`src/ddr_pkg.sv`:
```
// Types shared by everything that touches the external DDR Wishbone port.
// The loader, the frame writer and the arbiter import this package.

package ddr_pkg;

    // DDR word address
    typedef logic [28:0] ddr_addr_t;

    // One DDR data word
    typedef logic [63:0] ddr_data_t;

    // Byte-lane select, one bit per byte of ddr_data_t
    typedef logic [7:0] ddr_sel_t;

    // Which master currently holds the DDR port
    typedef enum logic [1:0] {
        arb_idle,
        arb_loader,
        arb_writer
    } arb_owner_e;

endpackage

```
`src/game_pkg.sv`:
```
// Types for the game side of the adapter.
// Covers the ROM byte stream toward the game and the pixel stream from it.

package game_pkg;

    // Byte address of the ROM stream
    typedef logic [22:0] prog_addr_t;

    // One ROM byte
    typedef logic [7:0] prog_byte_t;

    // RGB 5-6-5 pixel
    typedef logic [15:0] pixel_t;

    // ROM length, counted in DDR words
    typedef logic [15:0] load_len_t;

    // Pixels packed into one 64-bit DDR word
    localparam int PIXELS_PER_WORD = 4;

endpackage

```
`src/rom_loader.sv`:
```
// ROM loader. Reads a ROM image from DDR one word at a time and hands it to
// the game as byte writes, least significant byte first.
// A dl_start pulse with a non-zero dl_len starts the transfer.

`timescale 1ns/1ns

module rom_loader import ddr_pkg::*, game_pkg::*; #(
    parameter ddr_addr_t LOAD_BASE = '0
) (
    input  logic       clk_sys,
    input  logic       rst_n,
    // Download request from the game side
    input  logic       dl_start,
    input  load_len_t  dl_len,
    output logic       downloading,
    // Byte stream toward the game
    output logic       prog_we,
    output prog_addr_t prog_addr,
    output prog_byte_t prog_data,
    input  logic       prog_rdy,
    // Wishbone master port
    output logic       ld_cyc,
    output logic       ld_stb,
    output logic       ld_we,
    output ddr_addr_t  ld_adr,
    output ddr_data_t  ld_dat_w,
    output ddr_sel_t   ld_sel,
    input  ddr_data_t  ld_dat_r,
    input  logic       ld_ack
);

    localparam int BYTES_PER_WORD = $bits(ddr_data_t) / $bits(prog_byte_t);
    localparam int BW             = $clog2(BYTES_PER_WORD);

    typedef enum logic [1:0] {
        ld_idle,
        ld_read,
        ld_send
    } ld_state_e;

    ld_state_e     state;
    load_len_t     len_r;
    load_len_t     word_idx;
    logic [BW-1:0] byte_idx;
    ddr_data_t     word_r;
    logic          last_word;
    logic          last_byte;

    assign last_word = (word_idx == len_r - load_len_t'(1));
    assign last_byte = (byte_idx == BW'(BYTES_PER_WORD - 1));

    always_ff @(posedge clk_sys or negedge rst_n) begin
        if (!rst_n) begin
            state     <= ld_idle;
            len_r     <= '0;
            word_idx  <= '0;
            byte_idx  <= '0;
            prog_addr <= '0;
        end else begin
            case (state)
                ld_idle: begin
                    // An empty image never starts a transfer
                    if (dl_start && dl_len != '0) begin
                        state     <= ld_read;
                        len_r     <= dl_len;
                        word_idx  <= '0;
                        prog_addr <= '0;
                    end
                end
                ld_read: begin
                    if (ld_ack) begin
                        state    <= ld_send;
                        byte_idx <= '0;
                    end
                end
                ld_send: begin
                    if (prog_rdy) begin
                        prog_addr <= prog_addr + prog_addr_t'(1);
                        byte_idx  <= byte_idx + BW'(1);
                        if (last_byte) begin
                            if (last_word) begin
                                state <= ld_idle;
                            end else begin
                                state    <= ld_read;
                                word_idx <= word_idx + load_len_t'(1);
                            end
                        end
                    end
                end
                default: state <= ld_idle;
            endcase
        end
    end

    // Word buffer, shifted down one byte per completed write
    always_ff @(posedge clk_sys) begin
        if (state == ld_read && ld_ack) begin
            word_r <= ld_dat_r;
        end else if (state == ld_send && prog_rdy) begin
            word_r <= word_r >> $bits(prog_byte_t);
        end
    end

    assign downloading = (state != ld_idle);
    assign prog_we     = (state == ld_send);
    assign prog_data   = word_r[$bits(prog_byte_t)-1:0];

    // Read-only master
    assign ld_cyc   = (state == ld_read);
    assign ld_stb   = ld_cyc;
    assign ld_we    = 1'b0;
    assign ld_adr   = LOAD_BASE + ddr_addr_t'(word_idx);
    assign ld_dat_w = '0;
    assign ld_sel   = '1;

endmodule

```
`src/frame_writer.sv`:
```
// Frame writer. Packs game pixels four to a DDR word and writes the words
// to a linear frame buffer starting at FB_BASE.
// frame_start restarts the buffer; back-pressure shows on pxl_ready.

`timescale 1ns/1ns

module frame_writer import ddr_pkg::*, game_pkg::*; #(
    parameter ddr_addr_t FB_BASE = '0
) (
    input  logic      clk_sys,
    input  logic      rst_n,
    // Pixel stream from the game
    input  logic      frame_start,
    input  logic      pxl_valid,
    input  pixel_t    pxl_data,
    output logic      pxl_ready,
    // Wishbone master port
    output logic      fw_cyc,
    output logic      fw_stb,
    output logic      fw_we,
    output ddr_addr_t fw_adr,
    output ddr_data_t fw_dat_w,
    output ddr_sel_t  fw_sel,
    // Write-only master, read data is never looked at
    input  ddr_data_t fw_dat_r,
    input  logic      fw_ack
);

    localparam int SW = $clog2(PIXELS_PER_WORD);
    localparam int PW = $bits(pixel_t);

    // Collector stage
    ddr_data_t     coll_data;
    logic [SW-1:0] coll_cnt;
    logic          coll_full;
    // Pending stage, the word on the bus
    ddr_data_t     pend_data;
    ddr_addr_t     pend_adr;
    logic          pend_valid;
    ddr_addr_t     word_cnt;

    logic          accept;
    logic          move;
    logic [SW-1:0] slot;

    assign pxl_ready = !(coll_full && pend_valid);
    assign accept    = pxl_valid && pxl_ready;
    // Pending must have been empty a full cycle so that cyc drops after ack
    assign move      = coll_full && !pend_valid;
    // A pixel arriving with frame_start is the first of the new frame
    assign slot      = frame_start ? '0 : coll_cnt;

    always_ff @(posedge clk_sys or negedge rst_n) begin
        if (!rst_n) begin
            coll_cnt   <= '0;
            coll_full  <= 1'b0;
            pend_valid <= 1'b0;
            word_cnt   <= '0;
        end else begin
            if (fw_ack) begin
                pend_valid <= 1'b0;
            end
            if (move) begin
                pend_valid <= 1'b1;
                coll_full  <= 1'b0;
                word_cnt   <= word_cnt + ddr_addr_t'(1);
            end
            // Drop any collected pixels, a pending word still goes out
            if (frame_start) begin
                coll_cnt  <= '0;
                coll_full <= 1'b0;
                word_cnt  <= '0;
            end
            if (accept) begin
                coll_cnt <= slot + SW'(1);
                if (slot == SW'(PIXELS_PER_WORD - 1)) begin
                    coll_full <= 1'b1;
                end
            end
        end
    end

    always_ff @(posedge clk_sys) begin
        if (accept) begin
            coll_data[slot*PW +: PW] <= pxl_data;
        end
        if (move) begin
            pend_data <= coll_data;
            pend_adr  <= FB_BASE + word_cnt;
        end
    end

    assign fw_cyc   = pend_valid;
    assign fw_stb   = pend_valid;
    assign fw_we    = 1'b1;
    assign fw_adr   = pend_adr;
    assign fw_dat_w = pend_data;
    assign fw_sel   = '1;

endmodule

```
`src/ddr_arbiter.sv`:
```
// Arbiter for the single DDR Wishbone port. The loader wins when both
// masters ask from idle; a grant stays until its owner drops cyc.
// Grant and bus mux are combinational, so no cycles are added.

`timescale 1ns/1ns

module ddr_arbiter import ddr_pkg::*; (
    input  logic      clk_sys,
    input  logic      rst_n,
    // Loader master
    input  logic      ld_cyc,
    input  logic      ld_stb,
    input  logic      ld_we,
    input  ddr_addr_t ld_adr,
    input  ddr_data_t ld_dat_w,
    input  ddr_sel_t  ld_sel,
    output ddr_data_t ld_dat_r,
    output logic      ld_ack,
    // Frame writer master
    input  logic      fw_cyc,
    input  logic      fw_stb,
    input  logic      fw_we,
    input  ddr_addr_t fw_adr,
    input  ddr_data_t fw_dat_w,
    input  ddr_sel_t  fw_sel,
    output ddr_data_t fw_dat_r,
    output logic      fw_ack,
    // External DDR port
    output logic      ddr_cyc,
    output logic      ddr_stb,
    output logic      ddr_we,
    output ddr_addr_t ddr_adr,
    output ddr_data_t ddr_dat_w,
    output ddr_sel_t  ddr_sel,
    input  ddr_data_t ddr_dat_r,
    input  logic      ddr_ack
);

    arb_owner_e owner;
    arb_owner_e grant;

    // Current owner keeps the port while cyc is up, else fixed priority
    always_comb begin
        if (owner == arb_loader && ld_cyc) begin
            grant = arb_loader;
        end else if (owner == arb_writer && fw_cyc) begin
            grant = arb_writer;
        end else if (ld_cyc) begin
            grant = arb_loader;
        end else if (fw_cyc) begin
            grant = arb_writer;
        end else begin
            grant = arb_idle;
        end
    end

    always_ff @(posedge clk_sys or negedge rst_n) begin
        if (!rst_n) begin
            owner <= arb_idle;
        end else begin
            owner <= grant;
        end
    end

    always_comb begin
        case (grant)
            arb_loader: begin
                {ddr_cyc, ddr_stb, ddr_we} = {ld_cyc, ld_stb, ld_we};
                ddr_adr   = ld_adr;
                ddr_dat_w = ld_dat_w;
                ddr_sel   = ld_sel;
            end
            arb_writer: begin
                {ddr_cyc, ddr_stb, ddr_we} = {fw_cyc, fw_stb, fw_we};
                ddr_adr   = fw_adr;
                ddr_dat_w = fw_dat_w;
                ddr_sel   = fw_sel;
            end
            default: begin
                {ddr_cyc, ddr_stb, ddr_we} = 3'b000;
                ddr_adr   = '0;
                ddr_dat_w = '0;
                ddr_sel   = '0;
            end
        endcase
    end

    // Read data fans out, ack only reaches the owner
    assign ld_dat_r = ddr_dat_r;
    assign fw_dat_r = ddr_dat_r;
    assign ld_ack   = ddr_ack && (grant == arb_loader);
    assign fw_ack   = ddr_ack && (grant == arb_writer);

endmodule

```
`src/mister_ddr_top.sv`:
```
// DDR sharing core of the frame adapter. Connects the ROM loader and the
// frame writer to one external DDR Wishbone port through the arbiter.
// LOAD_BASE and FB_BASE place the ROM image and the frame buffer in DDR.

`timescale 1ns/1ns

module mister_ddr_top import ddr_pkg::*, game_pkg::*; #(
    parameter ddr_addr_t LOAD_BASE = ddr_addr_t'('h100),
    parameter ddr_addr_t FB_BASE   = ddr_addr_t'('h800)
) (
    input  logic       clk_sys,
    input  logic       rst_n,
    // ROM download
    input  logic       dl_start,
    input  load_len_t  dl_len,
    output logic       downloading,
    output logic       prog_we,
    output prog_addr_t prog_addr,
    output prog_byte_t prog_data,
    input  logic       prog_rdy,
    // Pixels
    input  logic       frame_start,
    input  logic       pxl_valid,
    input  pixel_t     pxl_data,
    output logic       pxl_ready,
    // DDR Wishbone port
    output logic       ddr_cyc,
    output logic       ddr_stb,
    output logic       ddr_we,
    output ddr_addr_t  ddr_adr,
    output ddr_data_t  ddr_dat_w,
    output ddr_sel_t   ddr_sel,
    input  ddr_data_t  ddr_dat_r,
    input  logic       ddr_ack
);

    logic      ld_cyc, ld_stb, ld_we, ld_ack;
    ddr_addr_t ld_adr;
    ddr_data_t ld_dat_w, ld_dat_r;
    ddr_sel_t  ld_sel;

    logic      fw_cyc, fw_stb, fw_we, fw_ack;
    ddr_addr_t fw_adr;
    ddr_data_t fw_dat_w, fw_dat_r;
    ddr_sel_t  fw_sel;

    rom_loader #(.LOAD_BASE(LOAD_BASE)) u_loader (
        .clk_sys     (clk_sys),     .rst_n       (rst_n),
        .dl_start    (dl_start),    .dl_len      (dl_len),
        .downloading (downloading), .prog_we     (prog_we),
        .prog_addr   (prog_addr),   .prog_data   (prog_data),
        .prog_rdy    (prog_rdy),
        .ld_cyc      (ld_cyc),      .ld_stb      (ld_stb),
        .ld_we       (ld_we),       .ld_adr      (ld_adr),
        .ld_dat_w    (ld_dat_w),    .ld_sel      (ld_sel),
        .ld_dat_r    (ld_dat_r),    .ld_ack      (ld_ack)
    );

    frame_writer #(.FB_BASE(FB_BASE)) u_writer (
        .clk_sys     (clk_sys),     .rst_n       (rst_n),
        .frame_start (frame_start), .pxl_valid   (pxl_valid),
        .pxl_data    (pxl_data),    .pxl_ready   (pxl_ready),
        .fw_cyc      (fw_cyc),      .fw_stb      (fw_stb),
        .fw_we       (fw_we),       .fw_adr      (fw_adr),
        .fw_dat_w    (fw_dat_w),    .fw_sel      (fw_sel),
        .fw_dat_r    (fw_dat_r),    .fw_ack      (fw_ack)
    );

    ddr_arbiter u_arbiter (
        .clk_sys   (clk_sys),   .rst_n     (rst_n),
        .ld_cyc    (ld_cyc),    .ld_stb    (ld_stb),    .ld_we     (ld_we),
        .ld_adr    (ld_adr),    .ld_dat_w  (ld_dat_w),  .ld_sel    (ld_sel),
        .ld_dat_r  (ld_dat_r),  .ld_ack    (ld_ack),
        .fw_cyc    (fw_cyc),    .fw_stb    (fw_stb),    .fw_we     (fw_we),
        .fw_adr    (fw_adr),    .fw_dat_w  (fw_dat_w),  .fw_sel    (fw_sel),
        .fw_dat_r  (fw_dat_r),  .fw_ack    (fw_ack),
        .ddr_cyc   (ddr_cyc),   .ddr_stb   (ddr_stb),   .ddr_we    (ddr_we),
        .ddr_adr   (ddr_adr),   .ddr_dat_w (ddr_dat_w), .ddr_sel   (ddr_sel),
        .ddr_dat_r (ddr_dat_r), .ddr_ack   (ddr_ack)
    );

endmodule

```
`config.mk`:
```
export PLATFORM = sky130hd
export DESIGN_NAME = mister_ddr_top
export DESIGN_NICKNAME = d
export VERILOG_FILES = /design/src/ddr_pkg.sv /design/src/game_pkg.sv /design/src/rom_loader.sv /design/src/frame_writer.sv /design/src/ddr_arbiter.sv /design/src/mister_ddr_top.sv
export SDC_FILE = /design/constraint.sdc
export NUM_CORES = 1
export LEC_CHECK = 0
export BUFFER_PORTS_ARGS = -buffer_cell sky130_fd_sc_hd__buf_2
export CAP_MARGIN = 20
export CORE_AREA = 2 2 168 170
export CTS_BUF_LIST = sky130_fd_sc_hd__clkbuf_2 sky130_fd_sc_hd__clkbuf_4 sky130_fd_sc_hd__clkbuf_8
export CTS_CLUSTER_SIZE = 25
export DETAILED_ROUTE_END_ITERATION = 7
export DIE_AREA = 0 0 170 172
export PLACE_DENSITY_LB_ADDON = 0.05
export SYNTH_ARGS = -nofsm -noshare
export SYNTH_HDL_FRONTEND = slang
export SYNTH_HIERARCHICAL = 1
export SYNTH_SLANG_ARGS = --single-unit
```
`constraint.sdc`:
```
create_clock -name clk_sys -period 3.7 [get_ports clk_sys]
set_clock_uncertainty 0.1 [all_clocks]
set_input_delay 0.74 -clock clk_sys [delete_from_list [all_inputs] [get_ports clk_sys]]
set_output_delay 0.74 -clock clk_sys [all_outputs]
set_load 0.02 [all_outputs]
```
==> impl_metrics.py, run 1 <==
metrics = {
    "route": {
        "ant_nets": 0,
        "wirelength_um": 33500,
        "via_per_inst": 5.31,
        "drt-initial-drc-count": 748,
        "firstDrtPassIters": 5,
        "wl_per_cell_um": 16.9,
        "vias": 10500,
        "drc": 0,
    },
    "timing": {
        "rsz0062_at_grt": "no",
        "period_minus_slack_ns": 3.28,
        "drv_slew": 0,
        "setup_tns_ns": 0,
        "finalSetupViolCount": 0,
        "slew_headroom": 0.378,
        "fin_crit_sh": 0.887,
        "max_slew.worst_pin.slew_ns": 0.924,
        "fmax_mhz": 305,
        "hold_viol": 0,
    },
    "clocking": {
        "htreeDepth": 2,
        "numCtsBuffers": 52,
        "clk_pin_slew_ns": 0.06,
        "cts_root_buffer": "clkbuf_8",
        "cts.path.max_buffers": 3,
        "cts_setup_buffers": 0,
        "ctsHoldBuffers": 0,
        "insertion_delay_ns": 0.57,
        "ctsResizeCount": 0,
        "cts_sinks": 316,
        "tritoncts": "done",
    },
    "setup_path": {
        "r2r-end": "u_loader/word_idx[0]",
        "worstSetupEndpointType": "primary output",
        "crit_arrival_ns": 2.44,
        "timing.rr.start": "u_loader/len_r[0]",
        "crit_end": "ddr_adr[1]",
        "reg2reg_slack_ns": 0.42,
        "crit_path_max_fanout": 36,
        "crit_start": "u_loader/state[0]",
        "required_ns": 2.86,
        "start_kind": "flip-flop",
        "rr_worst_depth": 10,
        "timing_worst_setup_path_type": "flip-flop to primary output",
    },
    "power": {
        "fin_total_pwr_mw": 11.0,
        "ir_drop_mv": 0.385,
        "p_leak_nw": 7.63,
        "power_density_mw_per_mm2": 632,
    },
    "floorplan": {
        "dieArea_mm2": 0.0292,
        "start_util": 0.577,
        "coreArea_mm2": 0.0275,
        "die_y_um": 172,
        "die_w_um": 170,
        "io_pins": 241,
        "num_rows": 61,
    },
    "run_status": {
        "status": "completed",
    },
    "place": {
        "hpwl_um": 22500,
        "port_buffers": 240,
        "place.gp.congestion": 0.867,
    },
    "final_layout": {
        "final_core_util": 0.633,
        "final_nets": 1709,
        "drive_gt1_frac": 0.221,
        "synthToLayoutAreaGrowth_pct": 9.73,
        "final_cell_mix": "nand2_1 (256), buf_2 (239), edfxtp_1 (221), a22o_1 (105), dfrtp_1 (95)",
        "final_common_cell": "nand2_1",
    },
    "synthesis": {
        "yosysWarnings": 6,
        "syn_area_mm2": 0.0158,
        "syn_inst": 1432,
        "syn_area_per_cell_um2": 11.1,
    },
    "global_routing": {
        "antenna_found_initial": 1,
        "grt_max_degree": 96,
        "grt-ovfl-total": 0,
        "grtUsageTotal": 0.224,
        "grt_pass1_wl_um": 51500,
        "grt_pass1_vias": 9924,
    },
    "job": {
        "cap_violations": 0,
    },
    "hold_path": {
        "holdCritPathClass": "input pin to asynchronous set/reset pin",
    },
}
==> report_power, final <==
part	switching, mW	internal (mW)
registers	0.256	4.29
clock network	1.35	1.58
logic	2.27	1.24
total	3.88	7.12
==> cell type report <==
type / instances / area, um^2
multi-input combinational: 936 / 5440
sequential: 316 / 9010
clock buffer: 64 / 812
inverter: 24 / 91.3
timing repair buffer: 264 / 1420
antenna: 1 / 2.50
fill: 2278 / 10100
clock inverter: 28 / 180
tap: 346 / 433
==> flip-flops by register name, indices dropped and copies added, names as in the netlist <==
register / cells
u_arbiter/owner: 2
u_writer/coll_full: 1
u_loader/byte_idx: 3
u_writer/word_cnt: 29
u_writer/coll_data: 64
u_loader/state: 2
u_writer/fw_cyc: 1
u_loader/prog_addr: 23
u_loader/word_idx: 16
u_loader/word_r: 64
u_writer/fw_dat_w: 64
u_writer/fw_adr: 29
u_loader/len_r: 16
u_writer/coll_cnt: 2
==> critical path: stages, from the launching register on <==
cell     delay, ns
dfrtp_1       0.36
inv_1         0.10
nor2_1        0.41
and2_4        0.52
a22o_1        0.29
buf_2         0.19
==> per-stage QoR <==
step | setup slack [ns] | std cells | cell area [um^2] | hold WS, ns
global route | 0.231 | 1978 | 17400 | 0.135
floorplan | 0.355 | 1523 | 16200 | 0.300
global placement | 0.642 | 1885 | 16400 | 0.301
CTS | 0.333 | 1978 | 17400 | 0.129
finish | 0.416 | 1979 | 17400 | 0.105
detailed placement | 0.523 | 1886 | 16400 | 0.305
==> how the worst min path moves through the flow <==
| stage | to | slack [ns] | depth (start not counted) |
|---|---|---|---|
| floorplan | u_writer/fw_dat_w[0] | 0.30 | 0 |
| global placement | u_writer/fw_dat_w[52] | 0.30 | 0 |
| detailed placement | u_writer/fw_dat_w[62] | 0.30 | 0 |
| CTS | u_writer/fw_cyc | 0.13 | 2 |
| global route | u_loader/len_r[10] | 0.13 | 2 |
| finish | u_loader/len_r[10] | 0.10 | 2 |
==> per-layer routing <==
layer	routed length, um	GRT usage	share of wire
met1	14500	0.297	0.43
met2	16000	0.366	0.48
met3	2430	0.0588	0.072
met4	633	0.0621	0.019
met5	0	0	0
Power figures use the tool's default switching activity.
==> run 2, diff against run 1 <==
--- a/config.mk
+++ b/config.mk
@@ -7,13 +7,13 @@
 export LEC_CHECK = 0
 export BUFFER_PORTS_ARGS = -buffer_cell sky130_fd_sc_hd__buf_2
 export CAP_MARGIN = 20
-export CORE_AREA = 2 2 168 170
+export CORE_AREA = 2 2 154 156
 export CTS_BUF_LIST = sky130_fd_sc_hd__clkbuf_2 sky130_fd_sc_hd__clkbuf_4 sky130_fd_sc_hd__clkbuf_8
 export CTS_CLUSTER_SIZE = 25
 export DETAILED_ROUTE_END_ITERATION = 7
-export DIE_AREA = 0 0 170 172
+export DIE_AREA = 0 0 156 158
 export PLACE_DENSITY_LB_ADDON = 0.05
+export SLEW_MARGIN = 20
 export SYNTH_ARGS = -nofsm -noshare
 export SYNTH_HDL_FRONTEND = slang
-export SYNTH_HIERARCHICAL = 1
 export SYNTH_SLANG_ARGS = --single-unit
==> constraint.sdc (replaced) <==
create_clock -name clk_sys -period 3.8 [get_ports clk_sys]
set_clock_uncertainty 0.1 [all_clocks]
set_input_delay 0.76 -clock clk_sys [delete_from_list [all_inputs] [get_ports clk_sys]]
set_output_delay 0.76 -clock clk_sys [all_outputs]
set_load 0.02 [all_outputs]
==> run 2 against run 1 <==
Effect of this change:
- combinational power is 21% lower
- sequential power is 1% lower
- hold slack worse by 0.040 ns
- final area is 3.3% lower
- core utilization is 9.6 points higher
- critical path type unchanged
==> impl_metrics.py, run 2 <==
metrics = {
    "clocking": {
        "ctsResizeCount": 0,
        "tritoncts": "done",
        "cts_root_buffer": "clkbuf_8",
        "cts.path.max_buffers": 3,
        "cts_setup_buffers": 0,
        "ctsHoldBuffers": 0,
        "htreeDepth": 2,
        "cts_sinks": 316,
        "numCtsBuffers": 51,
        "insertion_delay_ns": 0.58,
        "clk_pin_slew_ns": 0.06,
    },
    "synthesis": {
        "yosysTopAreaCellShare": 0.462,
        "syn_inst": 1116,
        "synth_enable_flop_cells": 221,
        "syn_nets": 1237,
        "synth.area.top_cells": "edfxtp_1 (46%), dfrtp_1 (17%), and2_1 (6.4%)",
        "synthFlopType": "edfxtp_1",
        "synth-seq-cells": 316,
        "yosysWarnings": 0,
        "synth_top_area_cell": "edfxtp_1",
        "synth-seq-area-share": 0.628,
        "syn_area_mm2": 0.0144,
        "async_reset_ff_frac": 0.301,
        "yosysMostFrequentCell": "edfxtp_1",
        "yosysUniqueCellTypes": 63,
        "ys_top_cells_by_count": "edfxtp_1 (221), and2_1 (146), dfrtp_1 (95)",
        "syn_area_per_cell_um2": 12.9,
    },
    "final_layout": {
        "final_common_cell": "buf_2",
        "final_nets": 1485,
        "synthToLayoutAreaGrowth_pct": 17.1,
        "final_cell_mix": "buf_2 (239), edfxtp_1 (221), and2_1 (146), dfrtp_1 (95), nor2_1 (75)",
        "instances_no_fill": 1696,
        "drive_gt1_frac": 0.312,
        "final_core_util": 0.729,
        "fillers": 1626,
        "final_cell_area_mm2": 0.0168,
        "regArea_mm2": 0.00901,
        "multi_input_area_mm2": 0.00494,
    },
    "floorplan": {
        "die_y_um": 158,
        "die_w_um": 156,
        "dieArea_mm2": 0.0246,
        "coreArea_mm2": 0.0231,
        "io_pins": 241,
        "num_rows": 56,
        "start_util": 0.623,
    },
    "power": {
        "share_comb_of_total_power": 0.274,
        "swShare": 0.318,
        "power_density_mw_per_mm2": 604,
        "intPower_mw": 6.92,
        "p_leak_nw": 6.96,
        "switchingPower_mw": 3.23,
        "p_seq_frac": 0.442,
        "pwr-share-clk": 0.284,
        "ir_drop_mv": 0.340,
    },
    "route": {
        "drc": 0,
        "vias": 9228,
        "firstDrtPassIters": 4,
        "wl_per_cell_um": 17.5,
        "via_per_inst": 5.44,
        "wirelength_um": 29700,
        "ant_nets": 0,
        "drt-initial-drc-count": 670,
    },
    "timing": {
        "setup_tns_ns": 0,
        "slew_headroom": 0.447,
        "hold_viol": 0,
        "fin_crit_sh": 0.900,
        "max_slew.worst_pin.slew_ns": 0.830,
        "fin_hold_ws_ns": 0.0650,
        "period_minus_slack_ns": 3.42,
        "fmax_mhz": 293,
        "finalSetupViolCount": 0,
        "drv_slew": 0,
        "rsz0062_at_grt": "no",
    },
    "setup_path": {
        "timing_worst_setup_path_type": "flip-flop to primary output",
        "reg2reg_slack_ns": 0.67,
        "required_ns": 2.94,
        "worstSetupEndpointType": "primary output",
        "crit_path_max_fanout": 12,
        "crit_arrival_ns": 2.56,
        "start_kind": "flip-flop",
        "crit_start": "u_loader.state[1]",
        "timing.rr.start": "u_loader.state[0]",
    },
    "global_routing": {
        "grt_max_degree": 92,
        "grt_pass1_wl_um": 46000,
        "grt_pass1_vias": 9076,
        "grtUsageTotal": 0.239,
        "antenna_found_initial": 1,
        "grt-ovfl-total": 0,
    },
    "place": {
        "post_dp_cell_area_mm2": 0.0158,
        "place.gp.congestion": 0.823,
        "hpwl_um": 20200,
        "port_buffers": 240,
        "dpl.cell_count": 1601,
    },
    "run_status": {
        "status": "completed",
    },
    "job": {
        "cap_violations": 0,
    },
    "hold_path": {
        "holdCritPathClass": "input pin to asynchronous set/reset pin",
    },
}
## run 2: cell count changes in the layout (fill, tap and decap cells not counted), sizes merged, moves of 14 or more
| cell | delta |
|---|---|
| a22o | -94 |
| a21oi | -16 |
| conb | -94 |
| nor2 | +22 |
| mux2 | +72 |
| clkinv | -14 |
| or3 | -14 |
| and2 | +74 |
| clkbuf | +16 |
| nand2 | -187 |
## run 2: critical path, cell delays in order (launching register included)
cell and delay [ns]:
dfrtp_1 0.41, inv_1 0.09, ha_1 0.31, o21a_1 0.47, inv_1 0.22, o31ai_1 0.28, buf_2 0.20
## run 2: metal layers
metal	GRT usage	routed length, um	vias to the layer above
met1	0.315	12600	4434
met5	0	0	-
li1	-	-	4456
met4	0.0904	815	0
met3	0.0589	2080	56
met2	0.387	14200	282
## run 2: path summary, 6_finish.rpt
kind / end / cells past startpoint
setup / recovery: ddr_adr[16] / 6
hold / removal: u_loader.len_r[7] / 1
setup reg to reg: u_loader.word_idx[15] / 8
hold reg to reg: u_writer.fw_dat_w[18] / 0
max in group asynchronous: u_loader.prog_addr[10] / 2
min in group clk_sys: u_writer.fw_dat_w[18] / 0
## run 2: through the flow
stage	total power, mW	setup slack (ns)
2_1_floorplan	6.62	0.273
3_3_place_gp	7.28	0.488
3_5_place_dp	7.35	0.342
4_1_cts	10.3	0.333
5_1_grt	10.7	0.195
6_report	10.2	0.381
## run 2: cell type report
class	count	share of cell area
clock buffer	80	0.0566
multi-input combinational	714	0.294
antenna	1	0.000149
inverter	22	0.00491
clock inverter	14	0.00461
sequential	316	0.536
tap	290	0.0216
timing repair buffer	259	0.0818
## run 2: cells by family (layout without fill, tap and decap cells)
group / count (synthesis) / after routing / synth area share
simple gates: 439 / 439 / 0.168
flops: 316 / 316 / 0.628
compound gates: 90 / 90 / 0.0431
buf+inv: 86 / 375 / 0.0296
xor+xnor: 85 / 85 / 0.0524
mux: 82 / 82 / 0.0636
fa+ha+maj: 18 / 18 / 0.0157
other cells: 0 / 1 / 0
## run 2: power by group through the flow
stage          sequential, mW  clock, mW  combinational (mW)
6_report                 4.49       2.89                2.78
5_1_grt                  4.53       3.10                3.04
3_5_place_dp             4.55          0                2.80
3_3_place_gp             4.53          0                2.75
4_1_cts                  4.49       2.96                2.81
2_1_floorplan            4.47          0                2.15
